$ cat config.mk
export PLATFORM = sky130hd
export DESIGN_NAME = reservation_station
export DESIGN_NICKNAME = d
export VERILOG_FILES = /design/src/rtl/ooo_pkg.sv /design/src/rtl/reservation_station.sv
export SDC_FILE = /design/constraint.sdc
export NUM_CORES = 1
export LEC_CHECK = 0
export BUFFER_PORTS_ARGS = -buffer_cell sky130_fd_sc_hd__buf_2
export CAP_MARGIN = 30
export CORE_MARGIN = 5
export CORE_UTILIZATION = 41
export DETAILED_ROUTE_END_ITERATION = 10
export GPL_ROUTABILITY_DRIVEN = 0
export PLACE_DENSITY_LB_ADDON = 0.1
export SETUP_SLACK_MARGIN = 0.15
export SKIP_LAST_GASP = 1
export SYNTH_ARGS = -nofsm -noshare
export SYNTH_HDL_FRONTEND = slang
export SYNTH_SLANG_ARGS = --single-unit
$ cat constraint.sdc
create_clock -name clk -period 12.95 [get_ports clk]
set_input_delay 0.6475 -clock clk [delete_from_list [all_inputs] [get_ports clk]]
set_output_delay 0.6475 -clock clk [all_outputs]
set_load 0.03 [all_outputs]
$ cat src/rtl/ooo_pkg.sv
`default_nettype none

package ooo_pkg;

    localparam int XLEN      = 32;
    localparam int ARCH_REGS = 32;
    localparam int PHYS_REGS = 64;
    localparam int ROB_DEPTH = 16;
    localparam int RS_DEPTH  = 4;

    typedef logic [XLEN-1:0]              word_t;
    typedef logic [31:0]                  inst_t;
    typedef logic [$clog2(ARCH_REGS)-1:0] arch_reg_t;
    typedef logic [$clog2(PHYS_REGS)-1:0] phys_reg_t;
    typedef logic [$clog2(ROB_DEPTH)-1:0] rob_idx_t;

    // {funct7[5], funct3}
    typedef logic [3:0] alu_op_t;

    localparam alu_op_t ALU_ADD  = 4'b0000;
    localparam alu_op_t ALU_SUB  = 4'b1000;
    localparam alu_op_t ALU_SLL  = 4'b0001;
    localparam alu_op_t ALU_SLT  = 4'b0010;
    localparam alu_op_t ALU_SLTU = 4'b0011;
    localparam alu_op_t ALU_XOR  = 4'b0100;
    localparam alu_op_t ALU_SRL  = 4'b0101;
    localparam alu_op_t ALU_SRA  = 4'b1101;
    localparam alu_op_t ALU_OR   = 4'b0110;
    localparam alu_op_t ALU_AND  = 4'b0111;

    localparam logic [6:0] OPC_OP     = 7'b0110011;
    localparam logic [6:0] OPC_OP_IMM = 7'b0010011;

    typedef enum logic {HS_IDLE, HS_ACK} hs_state_t;

endpackage

`default_nettype wire

$ cat src/rtl/reservation_station.sv
`default_nettype none

module reservation_station (
    input  wire logic                clk,
    input  wire logic                rst,
    input  wire logic                disp_valid,
    input  wire logic                disp_alu,
    input  wire ooo_pkg::alu_op_t    disp_op,
    input  wire ooo_pkg::phys_reg_t  src1_tag,
    input  wire ooo_pkg::phys_reg_t  src2_tag,
    input  wire logic                src1_ready,
    input  wire logic                src2_ready,
    input  wire logic                disp_use_imm,
    input  wire ooo_pkg::word_t      disp_imm,
    input  wire ooo_pkg::phys_reg_t  new_tag,
    input  wire ooo_pkg::rob_idx_t   rob_tail,
    input  wire logic                wb_valid,
    input  wire ooo_pkg::phys_reg_t  wb_tag,
    output logic                     rs_full,
    output logic                     iss_valid,
    output ooo_pkg::alu_op_t         iss_op,
    output ooo_pkg::phys_reg_t       iss_tag1,
    output ooo_pkg::phys_reg_t       iss_tag2,
    output logic                     iss_use_imm,
    output ooo_pkg::word_t           iss_imm,
    output ooo_pkg::phys_reg_t       iss_dest,
    output ooo_pkg::rob_idx_t        iss_rob
);
    import ooo_pkg::*;

    localparam int RS_AW = $clog2(RS_DEPTH);

    logic [RS_DEPTH-1:0]  valid;
    logic [RS_DEPTH-1:0]  rdy1;
    logic [RS_DEPTH-1:0]  rdy2;
    logic [RS_DEPTH-1:0]  use_imm;
    alu_op_t              op   [RS_DEPTH];
    phys_reg_t            tag1 [RS_DEPTH];
    phys_reg_t            tag2 [RS_DEPTH];
    word_t                imm  [RS_DEPTH];
    phys_reg_t            dest [RS_DEPTH];
    rob_idx_t             rob  [RS_DEPTH];
    logic [RS_AW-1:0]     free_idx;
    logic [RS_AW-1:0]     iss_idx;
    logic                 enq;

    assign enq     = disp_valid && disp_alu;
    assign rs_full = &valid;

    // downward scan, so the lowest index wins both picks
    always_comb begin
        free_idx  = '0;
        iss_idx   = '0;
        iss_valid = 1'b0;
        for (int i = RS_DEPTH - 1; i >= 0; i--) begin
            if (!valid[i]) free_idx = RS_AW'(i);
            if (valid[i] && rdy1[i] && rdy2[i]) begin
                iss_idx   = RS_AW'(i);
                iss_valid = 1'b1;
            end
        end
    end

    assign iss_op      = op[iss_idx];
    assign iss_tag1    = tag1[iss_idx];
    assign iss_tag2    = tag2[iss_idx];
    assign iss_use_imm = use_imm[iss_idx];
    assign iss_imm     = imm[iss_idx];
    assign iss_dest    = dest[iss_idx];
    assign iss_rob     = rob[iss_idx];

    always_ff @(posedge clk) begin
        if (rst) begin
            valid <= '0;
        end else begin
            for (int i = 0; i < RS_DEPTH; i++) begin
                if (wb_valid && tag1[i] == wb_tag) rdy1[i] <= 1'b1;
                if (wb_valid && tag2[i] == wb_tag) rdy2[i] <= 1'b1;
            end
            if (iss_valid) valid[iss_idx] <= 1'b0;
            if (enq) begin
                valid[free_idx] <= 1'b1;
                // catch a broadcast landing in the dispatch cycle
                rdy1[free_idx] <= src1_ready || (wb_valid && src1_tag == wb_tag);
                rdy2[free_idx] <= src2_ready || (wb_valid && src2_tag == wb_tag);
            end
        end
    end

    always_ff @(posedge clk) begin
        if (enq) begin
            op[free_idx]      <= disp_op;
            tag1[free_idx]    <= src1_tag;
            tag2[free_idx]    <= src2_tag;
            use_imm[free_idx] <= disp_use_imm;
            imm[free_idx]     <= disp_imm;
            dest[free_idx]    <= new_tag;
            rob[free_idx]     <= rob_tail;
        end
    end

endmodule

`default_nettype wire
Word-level counts from Yosys, hierarchy flattened
Memory sizes are Yosys's and may differ from the RTL's.
Cells that the tools add are included.

word-level totals
  flip-flop bits (word level) = 16
  memories kept = 6
  input port bits = 72
  bits in read-only memories = 0
  output and inout port bits = 61
  latch bits = 0
  RAM bits = 232
  logic and storage cells = 95

operators by class
  shifts and indexed selects = 0
  add/sub/neg operators = 0
  multiply operators = 0
  eq/ne operators = 10
  reductions and logical operators = 24
  magnitude comparators = 4
  muxes and demuxes = 44
  divide/modulo/power cells = 0
  bitwise gates (word level) = 3

memory list
  memory  depth  bits a word  read ports  clocked after memory_dff  write ports  line                       RTL
  imm     4      32           1           0                         1            reservation_station.sv:40  word_t imm [RS_DEPTH];
  dest    4      6            1           0                         1            reservation_station.sv:41  phys_reg_t dest [RS_DEPTH];
  tag1    4      6            5           0                         1            reservation_station.sv:38  phys_reg_t tag1 [RS_DEPTH];
  tag2    4      6            5           0                         1            reservation_station.sv:39  phys_reg_t tag2 [RS_DEPTH];
  op      4      4            1           0                         1            reservation_station.sv:37  alu_op_t op [RS_DEPTH];
  rob     4      4            1           0                         1            reservation_station.sv:42  rob_idx_t rob [RS_DEPTH];

operators with widths
  kind                  count
  $eq A6 B6 Y1          10
  $mux W1               25
  $logic_and A1 B1 Y1   21
  $mux W4               5
  $mux W2               8
  $bwmux W4             3
  $lt A2 B3 Y1 const B  2
  $and A4 B4 Y4         1
  $demux W1 S2          2
  $ge A2 B1 Y1 const B  2
  $not A4 Y4            1
  $or A4 B4 Y4          1
  $reduce_and A4 Y1     1
  $bmux W1 S2           1
  $logic_or A1 B1 Y1    2

Depth between registers and ports, before layout
  depth after elaboration = 16
  depth in mapped cells = 7
  mapped depth without buffers = 4

Worst setup path after synthesis
OpenSTA, ideal clock, no wires.

  path kind = in2reg
  start point = input port disp_valid
  end point = register rdy1[3] (data pin)
  data required time = 12,479 ps
  setup slack = 6,669 ps
  path buffers = 0
  stages on the path = 3
  setup time = 471 ps
  arrival = 5,811 ps
  cells stage by stage = nand4_1 -> nor3b_1 -> a22oi_1

on the way
  word-level cells in the longest chain between the ends = 2

RTL lines
  item                           line                       RTL
  start, declared                reservation_station.sv:6   input wire logic disp_valid,
  $logic_and A1 B1 Y1            reservation_station.sv:47  assign enq = disp_valid && disp_alu;
  $mux W4                        reservation_station.sv:81  if (enq) begin
  end signal, assigned by index  reservation_station.sv:84  rdy1[free_idx] <= src1_ready || (wb_valid && src1_tag == wb_tag);
  end, declared                  reservation_station.sv:34  logic [RS_DEPTH-1:0] rdy1;

No other way between the ends.
A chain may end at the register's enable or synchronous reset.

Worst setup path in the final report
  start point = register rdy2[2]
  end point = output port iss_tag2[4]

on the way
  word-level cells in the longest chain between the ends = 5

RTL lines
  item                             line                       RTL
  start, declared                  reservation_station.sv:35  logic [RS_DEPTH-1:0] rdy2;
  start signal, assigned by index  reservation_station.sv:85  rdy2[free_idx] <= src2_ready || (wb_valid && src2_tag == wb_tag);
  $logic_and A1 B1 Y1              reservation_station.sv:57  if (valid[i] && rdy1[i] && rdy2[i]) begin
  $mux W2 (3 in series)            reservation_station.sv:57
  $mem_v2 Z4 W6                    -
  end, declared                    reservation_station.sv:23  output ooo_pkg::phys_reg_t iss_tag2,

No other way between the ends.

==> flow_metrics.env <==
export IMPL_status="finished, final reports clean"
export IMPL_nets=860
export IMPL_synth_seq_cells=248
export IMPL_timing_hold_violations_final=0
export IMPL_final_area_um2=11700
export IMPL_ys_top_cells_by_count="244 x edfxtp_1, 118 x o21ai_0, 61 x nand2_1"
export IMPL_crit_type="register to output pin"
export IMPL_antenna_left=0
export IMPL_worstSetupStartpoint="rdy2[2]"
export IMPL_ys_top_cells_by_area="edfxtp_1 74%, o21ai_0 6.0%, a221oi_1 5.2%"
export IMPL_rsz0062_at_grt="no"
export IMPL_clk_pin_slew_ns=0.06
export IMPL_hpwl_um=14100
export IMPL_cts_tree="yes"
export IMPL_holdBufCountCts=0
export IMPL_worst_pin_slew_ns=0.951
export IMPL_finalClockSkew_ns=0.00594
export IMPL_cp_endpoint="iss_tag2[4]"
export IMPL_root_buffer="clkbuf_16"
export IMPL_grt_total_usage_pct=18.0
export IMPL_wire_per_inst_um=21.7
export IMPL_dieArea_um2=27300
export IMPL_leakage_nw=4.05
export IMPL_cp_data_required_time_ns=12.30
export IMPL_final_setup_viol_count=0
export IMPL_vias=6153
export IMPL_dp_slack_ns=9.70
export IMPL_slowest_stage="buf_4"
export IMPL_start_util_pct=41.8
export IMPL_die_y_um=165
export IMPL_fp_dieW_um=165
export IMPL_reg2reg_depth=4
export IMPL_irDropWorstVdd_mv=0.0977
export IMPL_grt_pass1_wl_um=37800
export IMPL_synth_edf_count=244
export IMPL_dominantRegCellSynth="edfxtp_1"
export IMPL_htree_levels=1
export IMPL_drc=0
export IMPL_power_density_nw_per_um2=146
export IMPL_synthArstFlopShare_pct=0
export IMPL_drt_initial_drc_count=448
export IMPL_vias_per_cell=5.46
export IMPL_final_max_slew_viol_count=0
export IMPL_r2r_end="rdy2[0]"
export IMPL_cts_resized=0
export IMPL_grt_pass1_vias=6458
export IMPL_end_kind="output pin"
export IMPL_cts_sinks=248
export IMPL_setup_slack_ns=9.18
export IMPL_ys_types=25
export IMPL_max_freq_mhz=265
export IMPL_cts_setup_buffers=0
export IMPL_worst_hold_path_type="input pin to register"
export IMPL_antenna_cells=0
export IMPL_yosysSeqAreaShare_pct=75.0
export IMPL_drive_above_1_share_pct=23.9
export IMPL_placed_area_um2=10900
export IMPL_cp_arrival_ns=3.13
export IMPL_clock_latency_ns=0.52
export IMPL_portBuffers=132
export IMPL_fin_setup_tns_ns=0
export IMPL_cp_depth=7
export IMPL_syn2layout_area_growth_pct=18.6
export IMPL_slew_headroom_pct=36.5
export IMPL_yosys_warnings=0
export IMPL_synth_top_area_share_pct=74.2
export IMPL_critPathBufInv=3
export IMPL_netlist_instances=658
export IMPL_yosys_area_top_type="edfxtp_1"
export IMPL_crit_top_cell="buf_4"
export IMPL_hold_depth=1
export IMPL_syn_nets=730
export IMPL_clockBufferDepth=3
export IMPL_antenna_found_initial=2
export IMPL_grt_overflow=0
export IMPL_period_share_pct=29.1
export IMPL_min_period_ns=3.77
export IMPL_start_kind="register"
export IMPL_row_count=56
export IMPL_yosysMostFrequentCell="edfxtp_1"
export IMPL_r2r_slack_ns=10.38
export IMPL_finalWirelength_um=24500
export IMPL_critPathTopFamily="buffers and inverters"
export IMPL_crit_fanout=61
export IMPL_max_cap_violations=0
export IMPL_syn_avg_cell_area_um2=15.0
export IMPL_critPathMaxStageDelay_ns=0.67
export IMPL_numCtsBuffers=27
export IMPL_netlist_area_um2=9880
export IMPL_coreArea_um2=23600
export IMPL_grt_start_max_net_pins=64
export IMPL_path_cells="and3_2 > buf_4 > o31ai_4 > buf_4 > nand2_1 > o21ai_0 > buf_2"
export IMPL_crit_reg2reg_launch="valid[1]"
export IMPL_io_pin_count=133
export IMPL_dr_pass1_iters=4
worst min-delay path by stage:
stage,end,start
floorplan,valid[0],valid[0]
global route,rob[3][1],rob_tail[1]
detailed placement,valid[3],valid[3]
CTS,rob[3][1],rob_tail[1]
finish,dest[2][5],new_tag[5]
global placement,valid[3],valid[3]
report_power, final:
group          switching, mW  leakage [nW]  internal, mW  total (mW)
Clock                  0.295         0.400         0.420       0.715
Sequential           0.00576          2.25         0.898       0.904
Combinational         0.0643          1.40        0.0283      0.0926
kinds of logic (layout without fill, tap and decap cells):
family | count (synthesis) | in the layout | synth area share [%]
DFF | 248 | 248 | 75.0
AOI/OAI and AO/OA | 193 | 193 | 12.5
and+or+nand+nor | 111 | 111 | 5.14
xor gates and xnor gates | 60 | 60 | 5.32
buffers and inverters | 46 | 195 | 2.11
cell type report:
type / instances / area [µm²]
clock inverters: 15 / 124
well taps: 319 / 399
clock buffers: 33 / 698
fillers: 2033 / 11900
inverters: 1 / 3.75
multi-input cells: 364 / 2310
flip-flops and latches: 248 / 7410
repair buffers: 146 / 778
registers in the layout, summed over array words and instances, names as in the netlist:
| signal | count |
|---|---|
| dest | 24 |
| imm | 128 |
| op | 16 |
| rdy1 | 4 |
| rdy2 | 4 |
| rob | 16 |
| tag1 | 24 |
| tag2 | 24 |
| use_imm | 4 |
| valid | 4 |
layer usage:
metal	GRT usage [%]	up-vias	share of wire, %
met2	30.3	171	49
met1	24.1	3089	43
met3	3.33	43	5.9
met4	4.61	4	2.2
met5	0	-	0.10
li1	-	2846	-
per-stage QoR:
| step | hold slack (ns) | util (%) | std cells | power [mW] |
|---|---|---|---|---|
| global route | 0.320 | 49.6 | 1126 | 1.77 |
| CTS | 0.315 | 49.6 | 1126 | 1.73 |
| floorplan | 0.525 | - | 658 | 0.973 |
| global placement | 0.568 | 46.1 | 1077 | 1.01 |
| detailed placement | 0.595 | 46.2 | 1078 | 1.01 |
| finish | 0.341 | 49.6 | 1126 | 1.71 |
worst register-to-register path: stages, from the launching register on:
cell and delay (ns):
dfxtp_1 0.46, nand3_1 0.17, a21oi_4 0.79, buf_4 0.67
a22oi_1 0.20
layout by cell type (no fill, tap or decap), types with 6 or more instances in the layout:
master / Yosys / final
o21ai_0: 118 / 118
nor2_1: 15 / 14
or4_1: 8 / 8
nand2_1: 61 / 61
nand4_1: 11 / 11
clkinv_2: 0 / 6
xnor2_1: 26 / 26
a221oi_1: 59 / 59
clkbuf_1: 21 / 6
buf_4: 4 / 13
edfxtp_1: 244 / 244
clkbuf_16: 0 / 27
buf_2: 17 / 132
xor2_1: 34 / 34
a22oi_1: 8 / 8
(Power assumes the default switching activity.)
